**src/design/mipsCtrlPkg.sv**
```systemverilog
package mipsCtrlPkg;

    // Upper bound for the fetch wait parameter
    localparam int FETCH_WAIT_MAX = 6;

    // Opcodes
    localparam logic [5:0] opRType = 6'b000000;
    localparam logic [5:0] opAddi  = 6'b001000;
    localparam logic [5:0] opAddiu = 6'b001001;

    // R-type funct codes
    localparam logic [5:0] functAdd = 6'b100000;
    localparam logic [5:0] functAnd = 6'b100100;
    localparam logic [5:0] functSub = 6'b100010;
    localparam logic [5:0] functSll = 6'b000000;

    typedef enum logic [2:0] {aluAdd = 3'd1, aluSub = 3'd2, aluAnd = 3'd3, aluShift = 3'd4} aluOp_t;
    typedef enum logic [2:0] {memAddrPc = 3'd2} memAddrSel_t;
    typedef enum logic [1:0] {aSrcPc = 2'd0, aSrcRegA = 2'd1} aluSrcASel_t;
    typedef enum logic [2:0] {
        bSrcRegB         = 3'd0,
        bSrcFour         = 3'd1,
        bSrcBranchOffset = 3'd2,
        bSrcImmediate    = 3'd3
    } aluSrcBSel_t;
    typedef enum logic [1:0] {pcSrcAluResult = 2'd0, pcSrcAluOut = 2'd2} pcSrcSel_t;
    typedef enum logic [1:0] {regDstRd = 2'd0, regDstStackPointer = 2'd1, regDstRt = 2'd3} regDstSel_t;
    typedef enum logic [2:0] {wdAluOut = 3'd0, wdStackTop = 3'd3, wdShiftReg = 3'd6} writeDataSel_t;
    typedef enum logic [2:0] {shiftNone = 3'd0, shiftLoad = 3'd1, shiftLeft = 3'd2} shiftOp_t;
    typedef enum logic [1:0] {shamtNone = 2'd0, shamtField = 2'd2} shiftAmountSel_t;

    // Sparse state codes
    typedef enum logic [5:0] {
        stReset      = 6'd1,
        stFetch      = 6'd2,
        stPrecalc    = 6'd5,
        stDecode     = 6'd6,
        stAdd        = 6'd7,
        stAnd        = 6'd8,
        stSub        = 6'd9,
        stSaveResult = 6'd10,
        stSll        = 6'd15,
        stAddiu      = 6'd39,
        stAddi       = 6'd40,
        stWriteImm   = 6'd41,
        stBadOpcode  = 6'd43,
        stOverflow   = 6'd44
    } ctrlState_t;

    typedef logic [2:0] stepCount_t;

    localparam stepCount_t sllLastStep = 3'd2;  // Load, shift, shift+write

    typedef struct packed {
        logic            writePc;
        logic            writeA;
        logic            writeB;
        logic            writeAluOut;
        logic            writeMem;
        logic            writeInstruction;
        logic            writeReg;
        memAddrSel_t     memAddr;
        aluSrcASel_t     aluSrcA;
        aluSrcBSel_t     aluSrcB;
        pcSrcSel_t       pcSrc;
        regDstSel_t      regDst;
        writeDataSel_t   writeData;
        aluOp_t          aluOp;
        shiftOp_t        shiftOp;
        shiftAmountSel_t shiftAmount;
        logic            shiftSrc;
    } ctrlWord_t;

    typedef enum logic {causeOverflow = 1'b0, causeBadOpcode = 1'b1} trapCause_t;

    typedef struct packed {
        logic       raise;
        trapCause_t cause;
    } trap_t;

    // Nothing written, muxes parked
    localparam ctrlWord_t ctrlIdle = '{
        writePc: 1'b0, writeA: 1'b0, writeB: 1'b0, writeAluOut: 1'b0,
        writeMem: 1'b0, writeInstruction: 1'b0, writeReg: 1'b0,
        memAddr: memAddrPc, aluSrcA: aSrcPc, aluSrcB: bSrcRegB,
        pcSrc: pcSrcAluOut, regDst: regDstRd, writeData: wdAluOut,
        aluOp: aluAdd, shiftOp: shiftNone, shiftAmount: shamtNone,
        shiftSrc: 1'b0
    };

endpackage
```
**src/design/ctrlUnit.sv**
```systemverilog
`timescale 1ns/1ps

module ctrlUnit #(
    parameter int fetchWaitCycles = 3
) (
    input  logic                   clk,
    input  logic                   reset,
    input  logic [31:0]            instruction,
    input  logic                   overflow,
    output mipsCtrlPkg::ctrlWord_t ctrl,
    output mipsCtrlPkg::trap_t     trap
);

    import mipsCtrlPkg::*;

    ctrlState_t execState;
    ctrlState_t state;
    stepCount_t step;
    logic       lastFetchStep;

    opDecoder i_opDecoder (
        .opcode   (instruction[31:26]),
        .funct    (instruction[5:0]),  // Low bits of the immediate for I-type
        .execState(execState)
    );

    cycleSequencer #(
        .fetchWaitCycles(fetchWaitCycles)
    ) i_cycleSequencer (
        .clk          (clk),
        .reset        (reset),
        .execState    (execState),
        .overflow     (overflow),
        .state        (state),
        .step         (step),
        .lastFetchStep(lastFetchStep)
    );

    controlEncoder i_controlEncoder (
        .state        (state),
        .step         (step),
        .lastFetchStep(lastFetchStep),
        .ctrl         (ctrl),
        .trap         (trap)
    );

endmodule

```
**src/design/controlEncoder.sv**
```systemverilog
`timescale 1ns/1ps

module controlEncoder (
    input  mipsCtrlPkg::ctrlState_t state,
    input  mipsCtrlPkg::stepCount_t step,
    input  logic                    lastFetchStep,
    output mipsCtrlPkg::ctrlWord_t  ctrl,
    output mipsCtrlPkg::trap_t      trap
);

    import mipsCtrlPkg::*;

    always_comb begin
        ctrl       = ctrlIdle;
        trap.raise = 1'b0;
        trap.cause = causeOverflow;

        case (state)
            stReset: begin
                // Load the stack pointer register
                ctrl.writeReg  = 1'b1;
                ctrl.regDst    = regDstStackPointer;
                ctrl.writeData = wdStackTop;
            end
            stFetch: begin
                if (lastFetchStep) begin
                    ctrl.writePc = 1'b1;
                    ctrl.pcSrc   = pcSrcAluOut;  // PC + 4 held in ALUOut
                end else begin
                    ctrl.writeInstruction = 1'b1;
                    ctrl.writeAluOut      = 1'b1;
                    ctrl.memAddr          = memAddrPc;
                    ctrl.aluSrcA          = aSrcPc;
                    ctrl.aluSrcB          = bSrcFour;
                    ctrl.aluOp            = aluAdd;
                end
            end
            stPrecalc: begin
                ctrl.writeAluOut = 1'b1;  // Branch target
                ctrl.aluSrcB     = bSrcBranchOffset;
            end
            stDecode: begin
                ctrl.writeA = 1'b1;
                ctrl.writeB = 1'b1;
            end
            stAdd, stAnd, stSub: begin
                ctrl.writeAluOut = 1'b1;
                ctrl.aluSrcA     = aSrcRegA;
                ctrl.aluSrcB     = bSrcRegB;
                case (state)
                    stAnd: begin
                        ctrl.aluOp = aluAnd;
                    end
                    stSub: begin
                        ctrl.aluOp = aluSub;
                    end
                    default: begin
                        ctrl.aluOp = aluAdd;
                    end
                endcase
            end
            stSaveResult: begin
                ctrl.writeReg  = 1'b1;
                ctrl.regDst    = regDstRd;
                ctrl.writeData = wdAluOut;
            end
            stAddi, stAddiu: begin
                ctrl.writeAluOut = 1'b1;
                ctrl.aluSrcA     = aSrcRegA;
                ctrl.aluSrcB     = bSrcImmediate;
                ctrl.aluOp       = aluAdd;
            end
            stWriteImm: begin
                ctrl.writeReg  = 1'b1;
                ctrl.regDst    = regDstRt;
                ctrl.writeData = wdAluOut;
            end
            stSll: begin
                ctrl.aluOp       = aluShift;
                ctrl.shiftAmount = shamtField;
                if (step == '0) begin
                    ctrl.shiftOp = shiftLoad;  // Capture rt into the shifter
                end else begin
                    ctrl.shiftOp = shiftLeft;
                end
                if (step == sllLastStep) begin
                    ctrl.writeReg  = 1'b1;
                    ctrl.regDst    = regDstRd;
                    ctrl.writeData = wdShiftReg;
                end
            end
            stOverflow: begin
                trap.raise = 1'b1;
                trap.cause = causeOverflow;
            end
            stBadOpcode: begin
                trap.raise = 1'b1;
                trap.cause = causeBadOpcode;
            end
            default: begin
                ctrl = ctrlIdle;
            end
        endcase
    end

endmodule

```
**src/design/cycleSequencer.sv**
```systemverilog
`timescale 1ns/1ps

module cycleSequencer #(
    parameter int fetchWaitCycles = 3
) (
    input  logic                    clk,
    input  logic                    reset,
    input  mipsCtrlPkg::ctrlState_t execState,
    input  logic                    overflow,
    output mipsCtrlPkg::ctrlState_t state,
    output mipsCtrlPkg::stepCount_t step,
    output logic                    lastFetchStep
);

    import mipsCtrlPkg::*;

    localparam stepCount_t fetchLastStep = stepCount_t'(fetchWaitCycles);

    ctrlState_t stateNext;
    stepCount_t stepNext;

    if (fetchWaitCycles < 1 || fetchWaitCycles > FETCH_WAIT_MAX) begin : gBadWait
        $error("fetchWaitCycles must lie in 1..FETCH_WAIT_MAX");
    end

    always_comb begin
        stateNext = state;
        stepNext  = '0;  // New states start at step 0
        case (state)
            stReset: begin
                stateNext = stFetch;
            end
            stFetch: begin
                if (lastFetchStep) begin
                    stateNext = stPrecalc;
                end else begin
                    stepNext = step + 1'b1;  // Still waiting on memory
                end
            end
            stPrecalc: begin
                stateNext = stDecode;
            end
            stDecode: begin
                stateNext = execState;
            end
            stAdd, stAnd, stSub: begin
                stateNext = stSaveResult;
            end
            stSaveResult: begin
                // Result is already written when the trap is taken
                stateNext = overflow ? stOverflow : stFetch;
            end
            stAddi: begin
                stateNext = overflow ? stOverflow : stWriteImm;
            end
            stAddiu: begin
                stateNext = stWriteImm;
            end
            stSll: begin
                if (step == sllLastStep) begin
                    stateNext = stFetch;
                end else begin
                    stepNext = step + 1'b1;
                end
            end
            default: begin
                stateNext = stFetch;  // stWriteImm and both traps
            end
        endcase
    end

    always_ff @(posedge clk) begin
        if (reset) begin
            state         <= stReset;
            step          <= '0;
            lastFetchStep <= 1'b0;
        end else begin
            state         <= stateNext;
            step          <= stepNext;
            // Flag the PC write step one cycle ahead
            lastFetchStep <= (stateNext == stFetch) && (stepNext == fetchLastStep);
        end
    end

endmodule

```
**src/design/opDecoder.sv**
```systemverilog
`timescale 1ns/1ps

module opDecoder (
    input  logic [5:0]              opcode,
    input  logic [5:0]              funct,
    output mipsCtrlPkg::ctrlState_t execState
);

    import mipsCtrlPkg::*;

    always_comb begin
        execState = stBadOpcode;
        case (opcode)
            opRType: begin
                // Only the funct field tells R-type ops apart
                case (funct)
                    functAdd: begin
                        execState = stAdd;
                    end
                    functAnd: begin
                        execState = stAnd;
                    end
                    functSub: begin
                        execState = stSub;
                    end
                    functSll: begin
                        execState = stSll;
                    end
                    default: begin
                        execState = stBadOpcode;  // Unsupported funct
                    end
                endcase
            end
            opAddi: begin
                execState = stAddi;
            end
            opAddiu: begin
                execState = stAddiu;
            end
            default: begin
                execState = stBadOpcode;
            end
        endcase
    end

endmodule

```
**config.mk**
```make
export PLATFORM = sky130hd
export DESIGN_NAME = ctrlUnit
export DESIGN_NICKNAME = d
export VERILOG_FILES = /design/src/design/mipsCtrlPkg.sv /design/src/design/ctrlUnit.sv /design/src/design/controlEncoder.sv /design/src/design/cycleSequencer.sv /design/src/design/opDecoder.sv
export SDC_FILE = /design/constraint.sdc
export NUM_CORES = 1
export LEC_CHECK = 0
export BUFFER_PORTS_ARGS = -buffer_cell sky130_fd_sc_hd__clkbuf_2
export CORE_AREA = 8 8 66 68
export DETAILED_ROUTE_END_ITERATION = 12
export DIE_AREA = 0 0 74 76
export GPL_ROUTABILITY_DRIVEN = 0
export PLACE_DENSITY = 0.71
export SLEW_MARGIN = 20
export SYNTH_ARGS = -nofsm -noshare
export SYNTH_HDL_FRONTEND = slang
export SYNTH_HIERARCHICAL = 1
export SYNTH_SLANG_ARGS = --single-unit
```
**constraint.sdc**
```tcl
create_clock -name clk -period 2.4 [get_ports clk]
set_clock_uncertainty 0.1 [all_clocks]
set_input_delay 0.12 -clock clk [delete_from_list [all_inputs] [get_ports clk]]
set_output_delay 0.12 -clock clk [all_outputs]
set_load 0.05 [all_outputs]
```
==> flow_summary.toml, run 1 <==
[status]
status = "finished clean"

[timing]
rsz0062_at_grt = "no"
fin_setup_tns_ns = 0
finalMaxSlewViolations = 0
hold_viol_final = 0
fin_ws_ns = 0.2409
setup_viol = 0
fin_crit_sh_pct = 89.96
max_freq_mhz = 463.2
slew_headroom_pct = 57.06
worst_pin_slew_ns = 0.6432
fin_crit_ns = 2.159

[detailed_routing]
drc = 0
totalWireLength_mm = 2.963
ant_nets = 0
avgRoutedWirePerCell_um = 12.24
vias_per_cell = 5.070
vias = 1227
initialDrtViolationCount = 41
dr.pass1.iters = 4

[clock_tree]
clk_latency_ns = 0.26
cts.clk_slew.worst_paths_ns = 0.07
cts_buffers = 3
cts_tree = "yes"
cts_sinks = 10
clk_path_buf_depth = 2
htreeDepth = 1
clockRootBuffer = "clkbuf_4"

[final_layout]
layout.nets = 232
drive_gt1_share_pct = 30.41
num-fill-cells = 364
areaGrowthSynthToFinish_pct = 13.56
diodes = 0

[setup_path]
worstSetupStartpointType = "flip-flop"
critPathSlowestCell = "dfxtp_1"
cpPeakStageDelay_ns = 0.71
crit_path_cell_trace = "buf_4 -> nor2b_1 -> and3_1 -> or2_1 -> clkbuf_2"
critical_path_class = "reg -> out"
arrival_ns = 1.94
crit_path_end_kind = "output pin"
crit_required_ns = 2.18
path_delay_family = "flip-flops"
critPathBufInv = 2
crit_fanout = 17

[global_route]
grt_pass1_wl_mm = 4.981
antenna_found_initial = 0
grt_pass1_vias = 1109
grt_start_max_net_pins = 25
grt_usage_pct = 10.55
overflow = 0

[synth]
ys_ff_latch = 10
synth_top_area_cell = "dfxtp_1"
synth-async-reset-ratio_pct = 0
synth-edff-count = 0
ys_seq_area_share_pct = 15.61
synth_area_leaders = "dfxtp_1 (16%), buf_4 (9.4%), nand2b_1 (3.4%), nor4_4 (3.3%), nor2_1 (3.2%)"
synth_ff_type = "dfxtp_1"
synth_area_sq_um = 1282
synthCells = 165
ys_warn_count = 6
synth_top_area_share_pct = 15.61
synthTopCellsByCount = "buf_4 (16), nor2_1 (11), dfxtp_1 (10)"
yosysMostFrequentCell = "buf_4"
ys_types = 58
synth.avg_cell_area_sq_um = 7.773

[job]
drv_cap = 0

[pwr]
power_density_nw_per_um2 = 337.5
p_leak_nw = 0.6016
p_total_mw = 0.4916
ir_drop_mv = 0.1330

[die]
die_h_um = 76
num_rows = 22
fp.dieArea_sq_um = 5624
coreArea_sq_um = 3441
die_width_um = 74
start_util_pct = 37.27
ios = 68

[place]
dp_hpwl_mm = 2.330
pre_cts_slack_ns = 0.1719
port-buffer-count = 36

[min_path]
worstHoldPathType = "in -> reg"
[layer usage]
metal  vias to the layer above  global-route usage (%)  wire (um)  share of wire (%)
met5                         -                       0          0                  0
met2                        43                   16.11       1299                 44
met1                       535                   13.75       1384                 47
met3                         2                   2.632        270                9.1
met4                         0                   3.600          8               0.27
li1                        647                       -          -                  -
[stage by stage]
| step | utilization (%) | hold WS [ns] | std cells | cell area (sq um) |
|---|---|---|---|---|
| 2_1_floorplan | - | 0.2330 | 174 | 1316 |
| 3_3_place_gp | 41.20 | 0.3341 | 238 | 1418 |
| 3_5_place_dp | 41.20 | 0.3409 | 238 | 1418 |
| 4_1_cts | 42.25 | 0.04540 | 242 | 1454 |
| 5_1_grt | 42.33 | 0.04558 | 242 | 1456 |
| 6_report | 42.33 | 0.05897 | 242 | 1456 |
[registers in the layout, summed over array words and instances (netlist names)]
| name | count |
|---|---|
| i_cycleSequencer/step | 3 |
| i_cycleSequencer/lastFetchStep | 1 |
| i_cycleSequencer/state | 6 |
[cells by family after synthesis]
family / after synthesis / share of synthesized area, %
other: 3 / 0.8780
buffers and inverters: 30 / 15.22
AOI/OAI and AO/OA: 38 / 20.78
xor gates and xnor gates: 4 / 2.731
DFF: 10 / 15.61
adders and majority gates: 2 / 1.951
and+or+nand+nor: 77 / 42.05
muxes: 1 / 0.7805
[worst paths after layout]
path	from	endpoint	slack, ns	cells past startpoint
max	i_cycleSequencer/state[5]	ctrl[12]	0.24	5
min	reset	i_cycleSequencer/state[5]	0.06	2
max reg2reg	i_cycleSequencer/state[5]	i_cycleSequencer/lastFetchStep	0.52	4
min reg2reg	i_cycleSequencer/step[0]	i_cycleSequencer/step[0]	0.39	1
[report_power, final]
group          internal, mW  total, mW  switching, mW  leakage, nW
logic                0.0476      0.165          0.117        0.498
registers             0.170      0.178        0.00790       0.0824
clock network        0.0921      0.149         0.0569       0.0210
[repair_timing]
action | in CTS | in global routing
gates resized for setup | 0 | 2
setup buffers | 0 | 0
endpoints found under the setup margin | 0 | 1
hold buffers | 0 | 0
[cell usage in the layout (no fill, tap or decap), drive strengths merged, types with 3 or more instances in the layout]
master / n
clkbuf: 40
conb: 12
nor2: 11
dfxtp: 10
nand2: 9
o21ai: 9
nand2b: 7
a21oi: 6
and3: 5
inv: 5
nor3: 5
buf: 5
and2: 4
xnor2: 4
a31oi: 4
or3b: 4
nor4: 4
and2b: 3
a32oi: 3
a22oi: 3
or4: 3
nor4b: 3
[final cells by class]
type / count / area (sq um) / share of cell area [%]
Sequential cell: 10 / 202.7 / 13.92
Timing Repair Buffer: 41 / 217.7 / 14.95
Multi-Input combinational cell: 134 / 920.9 / 63.23
Clock buffer: 4 / 36.28 / 2.491
Inverter: 5 / 18.77 / 1.289
Tap cell: 48 / 60.06 / 4.124
(Power assumes the default switching activity.)
==> run 2, diff against run 1 <==
--- a/config.mk
+++ b/config.mk
@@ -6,13 +6,12 @@
 export NUM_CORES = 1
 export LEC_CHECK = 0
 export BUFFER_PORTS_ARGS = -buffer_cell sky130_fd_sc_hd__clkbuf_2
-export CORE_AREA = 8 8 66 68
+export CORE_AREA = 8 8 61 63
 export DETAILED_ROUTE_END_ITERATION = 12
-export DIE_AREA = 0 0 74 76
+export DIE_AREA = 0 0 69 71
 export GPL_ROUTABILITY_DRIVEN = 0
-export PLACE_DENSITY = 0.71
+export PLACE_DENSITY = 0.74
 export SLEW_MARGIN = 20
 export SYNTH_ARGS = -nofsm -noshare
 export SYNTH_HDL_FRONTEND = slang
-export SYNTH_HIERARCHICAL = 1
 export SYNTH_SLANG_ARGS = --single-unit
==> run 2 against run 1 <==
  * Synthesized cell count decreased by 16%
  * Via count down 13%
  * Global-route usage up 0.37 points
  * Power fell by 6.4%
  * Setup slack worse by 0.082 ns
  * Sequential share of layout area grew 1.8 points
  * Highest routed layer unchanged
  * Clock power rose by 3%
  * Critical path depth did not move
  * Sequential power barely moved
==> flow_summary.toml, run 2 <==
[status]
status = "finished clean"

[final_layout]
areaGrowthSynthToFinish_pct = 19.32
layout.nets = 210
final_cell_area_sq_um = 1275
diodes = 0
layout_commonest_cell = "clkbuf_2"
fin_util_pct = 44.69
regMostFlops = "i_cycleSequencer.state"
drive_gt1_share_pct = 29.82
reg_top3 = "i_cycleSequencer.state (6), i_cycleSequencer.step (3), i_cycleSequencer.lastFetchStep (1)"
largest_reg_flops = 6
mostFrequentLayoutCells = "clkbuf_2 (36), conb_1 (12), nor2_1 (10), dfxtp_1 (10), inv_1 (8)"
layout.cells.non_filler = 204

[global_route]
grt_pass1_wl_mm = 4.719
overflow = 0
grt_pass1_vias = 1052
antenna_found_initial = 0
grt_start_max_net_pins = 16
grt_usage_pct = 10.92

[synth]
synthCells = 139
synth-async-reset-ratio_pct = 0
synth_top_area_cell = "dfxtp_1"
synth.avg_cell_area_sq_um = 7.687
synth-edff-count = 0
synth_ff_type = "dfxtp_1"
synth_area_leaders = "dfxtp_1 (19%), buf_4 (9.1%), ha_1 (3.5%), nand2b_1 (3.5%), nor2_1 (3.5%)"
yosysMostFrequentCell = "buf_4"
synthTopCellsByCount = "buf_4 (13), dfxtp_1 (10), nor2_1 (10)"
ys_types = 53
synth_top_area_share_pct = 18.74
ys_warn_count = 0
ys_ff_latch = 10
synth_area_sq_um = 1069
ys_seq_area_share_pct = 18.74

[clock_tree]
cts.clk_slew.worst_paths_ns = 0.07
ctsHoldBuffers = 0
clk_path_buf_depth = 2
clockRootBuffer = "clkbuf_4"
cts_sinks = 10
htreeDepth = 1
clk_latency_ns = 0.27
cts_buffers = 3
cts_tree = "yes"

[die]
num_rows = 20
die_width_um = 69
die_h_um = 71
fp.dieArea_sq_um = 4899
start_util_pct = 37.46
ios = 68
coreArea_sq_um = 2853

[setup_path]
arrival_ns = 2.02
worstSetupStartpointType = "flip-flop"
crit_fanout = 13
critical_path_class = "reg -> out"
critPathSlowestCell = "dfxtp_1"
crit_path_end_kind = "output pin"
crit_required_ns = 2.18
crit_path_cell_trace = "nand2_1 -> or3_1 -> inv_1 -> and3_1 -> clkbuf_2"
cpPeakStageDelay_ns = 0.61

[job]
drv_cap = 0

[place]
dpl_cell_area_sq_um = 1234
dp_hpwl_mm = 2.243
pre_cts_slack_ns = 0.4725
port-buffer-count = 36
dp.cells = 200

[pwr]
p_leak_nw = 0.5986
power_density_nw_per_um2 = 361.0
ir_drop_mv = 0.2443
p_total_mw = 0.4602

[timing]
fin_setup_tns_ns = 0
fin_crit_sh_pct = 93.37
max_freq_mhz = 446.2
fin_ws_ns = 0.1591
rsz0062_at_grt = "no"
fin_crit_ns = 2.241
setup_viol = 0
holdWs_ns = 0.03627
hold_viol_final = 0
finalMaxSlewViolations = 0

[detailed_routing]
drc = 0
ant_nets = 0
avgRoutedWirePerCell_um = 13.36
initialDrtViolationCount = 58
totalWireLength_mm = 2.726
vias_per_cell = 5.206
vias = 1062
dr.pass1.iters = 4

[min_path]
worstHoldPathType = "in -> reg"
## run 2: layout make-up
class                   count  area (sq um)
fillers                   312          1578
multi-input cells         111         772.0
flip-flops and latches     10         200.2
repair buffers             38         195.2
well taps                  33         41.29
clock buffers               4         36.28
inverters                   8         30.03
## run 2: layer usage
| layer | up-vias | track usage (%) | wire length (um) |
|---|---|---|---|
| met2 | 43 | 18.65 | 1294 |
| met1 | 474 | 12.89 | 1222 |
| met3 | 4 | 2.098 | 170 |
| met5 | - | 0 | 0 |
| li1 | 541 | - | - |
| met4 | 0 | 4.784 | 38 |
## run 2: what timing repair did
item	4_1_cts	5_1_grt
buffers inserted	0	0
endpoints found under the setup margin	0	1
gates resized for setup	0	1
## run 2: cell families after synthesis
logic type	Yosys count	synth area share, %
compound gates	30	20.61
xor+xnor	4	3.279
fa+ha+maj	3	3.513
buf+inv	28	14.99
flops	10	18.74
mux	1	0.9368
other cells	2	0.7028
simple gates	61	37.24
## run 2: worst paths after layout
path	from	end	slack, ns	cells after the start
setup / recovery	i_cycleSequencer.state[2]	ctrl[3]	0.16	5
hold / removal	instruction[26]	i_cycleSequencer.state[0]	0.04	3
setup reg to reg	i_cycleSequencer.state[2]	i_cycleSequencer.state[2]	0.55	4
hold reg to reg	i_cycleSequencer.step[0]	i_cycleSequencer.step[0]	0.38	1
## run 2: worst max-delay path, delay by kind of cell, from the launching register on
| kind | cells | cell delay [ns] |
|---|---|---|
| and+or+nand+nor | 3 | 0.78 |
| DFF | 1 | 0.61 |
| buffers and inverters | 2 | 0.37 |
## run 2: where the power goes
part           switching, mW  leakage, nW  internal (mW)
clock network         0.0607       0.0210         0.0923
logic                 0.0959        0.496         0.0355
registers            0.00644       0.0817          0.170
total                  0.163        0.599          0.297
==> run 3, diff against run 2 <==
--- a/config.mk
+++ b/config.mk
@@ -6,9 +6,9 @@
 export NUM_CORES = 1
 export LEC_CHECK = 0
 export BUFFER_PORTS_ARGS = -buffer_cell sky130_fd_sc_hd__clkbuf_2
-export CORE_AREA = 8 8 61 63
+export CORE_AREA = 2 2 55 57
 export DETAILED_ROUTE_END_ITERATION = 12
-export DIE_AREA = 0 0 69 71
+export DIE_AREA = 0 0 57 59
 export GPL_ROUTABILITY_DRIVEN = 0
 export PLACE_DENSITY = 0.74
 export SLEW_MARGIN = 20
==> run 3 against run 2 <==
  * Final cell count shrank 1.5%
  * Via count is 1.3% higher
  * Non-clock buffer count is 1 lower
  * Count of clock-buffer cells in the layout did not move
  * Global-route usage up 3.2 points
  * First-iteration DRC count is 72% lower
  * Critical path depth stayed put
==> flow_summary.toml, run 3 (synthesis results as in run 2) <==
[global_route]
grt_pass1_vias = 888
grt_usage_pct = 14.11
overflow = 0
grt_start_max_net_pins = 16
grt_pass1_wl_mm = 3.815
antenna_found_initial = 0

[setup_path]
crit_required_ns = 2.18
crit_fanout = 11
arrival_ns = 2.07
reg2reg_slack_ns = 0.50
r2r-start = "i_cycleSequencer.state[1]"
crit_path_end_kind = "output pin"
worstSetupStartpointType = "flip-flop"
critical_path_class = "reg -> out"
r2r_end = "i_cycleSequencer.state[2]"
worst_r2r_path_depth = 5

[timing]
finalMaxSlewViolations = 0
fin_setup_tns_ns = 0
max_freq_mhz = 437.2
rsz0062_at_grt = "no"
fin_crit_sh_pct = 95.29
setup_viol = 0
fin_ws_ns = 0.1129
fin_crit_ns = 2.287
hold_viol_final = 0

[die]
num_rows = 19
die_h_um = 59
start_util_pct = 39.43
die_width_um = 57
coreArea_sq_um = 2710
fp.dieArea_sq_um = 3363
ios = 68

[detailed_routing]
totalWireLength_mm = 2.353
avgRoutedWirePerCell_um = 11.71
vias_per_cell = 5.353
dr.pass1.iters = 4
vias = 1076
initialDrtViolationCount = 16
drc = 0
ant_nets = 0

[min_path]
hp-start = "instruction[26]"
holdPathEnd = "i_cycleSequencer.state[0]"
worstHoldPathType = "in -> reg"
min_path_cells = 3

[clock_tree]
cts_buffers = 3
clk_path_buf_depth = 2
htreeDepth = 1
ctsHoldBuffers = 0
clk_latency_ns = 0.26
cts_resized = 0
cts_setup_buffers = 0
cts_tree = "yes"
cts.clk_slew.worst_paths_ns = 0.06
cts_sinks = 10
clockRootBuffer = "clkbuf_4"

[final_layout]
areaGrowthSynthToFinish_pct = 18.03
num-fill-cells = 275
drive_gt1_share_pct = 29.41
layout_commonest_cell = "clkbuf_2"
largest_reg_flops = 6
reg_top3 = "i_cycleSequencer.state (6), i_cycleSequencer.step (3), i_cycleSequencer.lastFetchStep (1)"
regArea_sq_um = 201.4
diodes = 0
mostFrequentLayoutCells = "clkbuf_2 (36), conb_1 (12), nor2_1 (10)"
final_cell_area_sq_um = 1261
layout.cells.non_filler = 201
layout.nets = 209
multi_input_area_sq_um = 767.0
regMostFlops = "i_cycleSequencer.state"
fin_util_pct = 46.54

[place]
dp.cells = 197
dp_hpwl_mm = 1.919
dpl_cell_area_sq_um = 1224
pre_cts_slack_ns = 0.3845
port-buffer-count = 36

[pwr]
p_leak_nw = 0.5914
power_density_nw_per_um2 = 359.2
ir_drop_mv = 0.2319

[job]
drv_cap = 0

[status]
status = "finished clean"
[run 3: changes by cell type in the layout (fill, tap and decap cells not counted), sizes merged]
| cell | before | now |
|---|---|---|
| buf | 2 | 1 |
[run 3: worst max-delay path by stage]
stage / start / to
floorplan: i_cycleSequencer.state[2] / ctrl[12]
global placement: i_cycleSequencer.state[1] / ctrl[27]
detailed placement: i_cycleSequencer.state[1] / ctrl[27]
CTS: i_cycleSequencer.state[1] / ctrl[27]
global route: i_cycleSequencer.state[1] / ctrl[27]
finish: i_cycleSequencer.state[1] / ctrl[27]
[run 3: worst max-delay path: stages (launching register included)]
cell      delay [ns]
dfxtp_1         0.51
buf_4           0.25
nor4b_1         0.30
and3b_1         0.33
nand3b_1        0.14
clkbuf_2        0.28
[run 3: metal layers]
| layer | track usage (%) | vias to the layer above | routed length (um) |
|---|---|---|---|
| met5 | 0 | - | 0 |
| met2 | 22.17 | 47 | 1039 |
| li1 | - | 541 | - |
| met1 | 19.46 | 483 | 1087 |
| met3 | 2.620 | 5 | 191 |
| met4 | 4.983 | 0 | 35 |
[run 3: cell type report]
type | count | area share (%)
clock buffer | 4 | 2.877
inverter | 8 | 2.381
multi-input combinational | 111 | 60.81
sequential | 10 | 15.97
tap | 31 | 3.075
timing repair buffer | 37 | 14.88
[run 3: through the flow]
step / hold slack, ns / total power [mW]
floorplan: 0.1662 / 0.2937
global placement: 0.3096 / 0.3061
detailed placement: 0.3029 / 0.3072
CTS: 0.03294 / 0.4566
global route: 0.04307 / 0.4770
finish: 0.04025 / 0.4531
[run 3: power breakdown]
part           switching (mW)  internal [mW]  leakage [nW]  total (mW)
clock                  0.0573         0.0921        0.0210       0.149
sequential            0.00888          0.170        0.0822       0.178
combinational          0.0914         0.0338         0.488       0.125
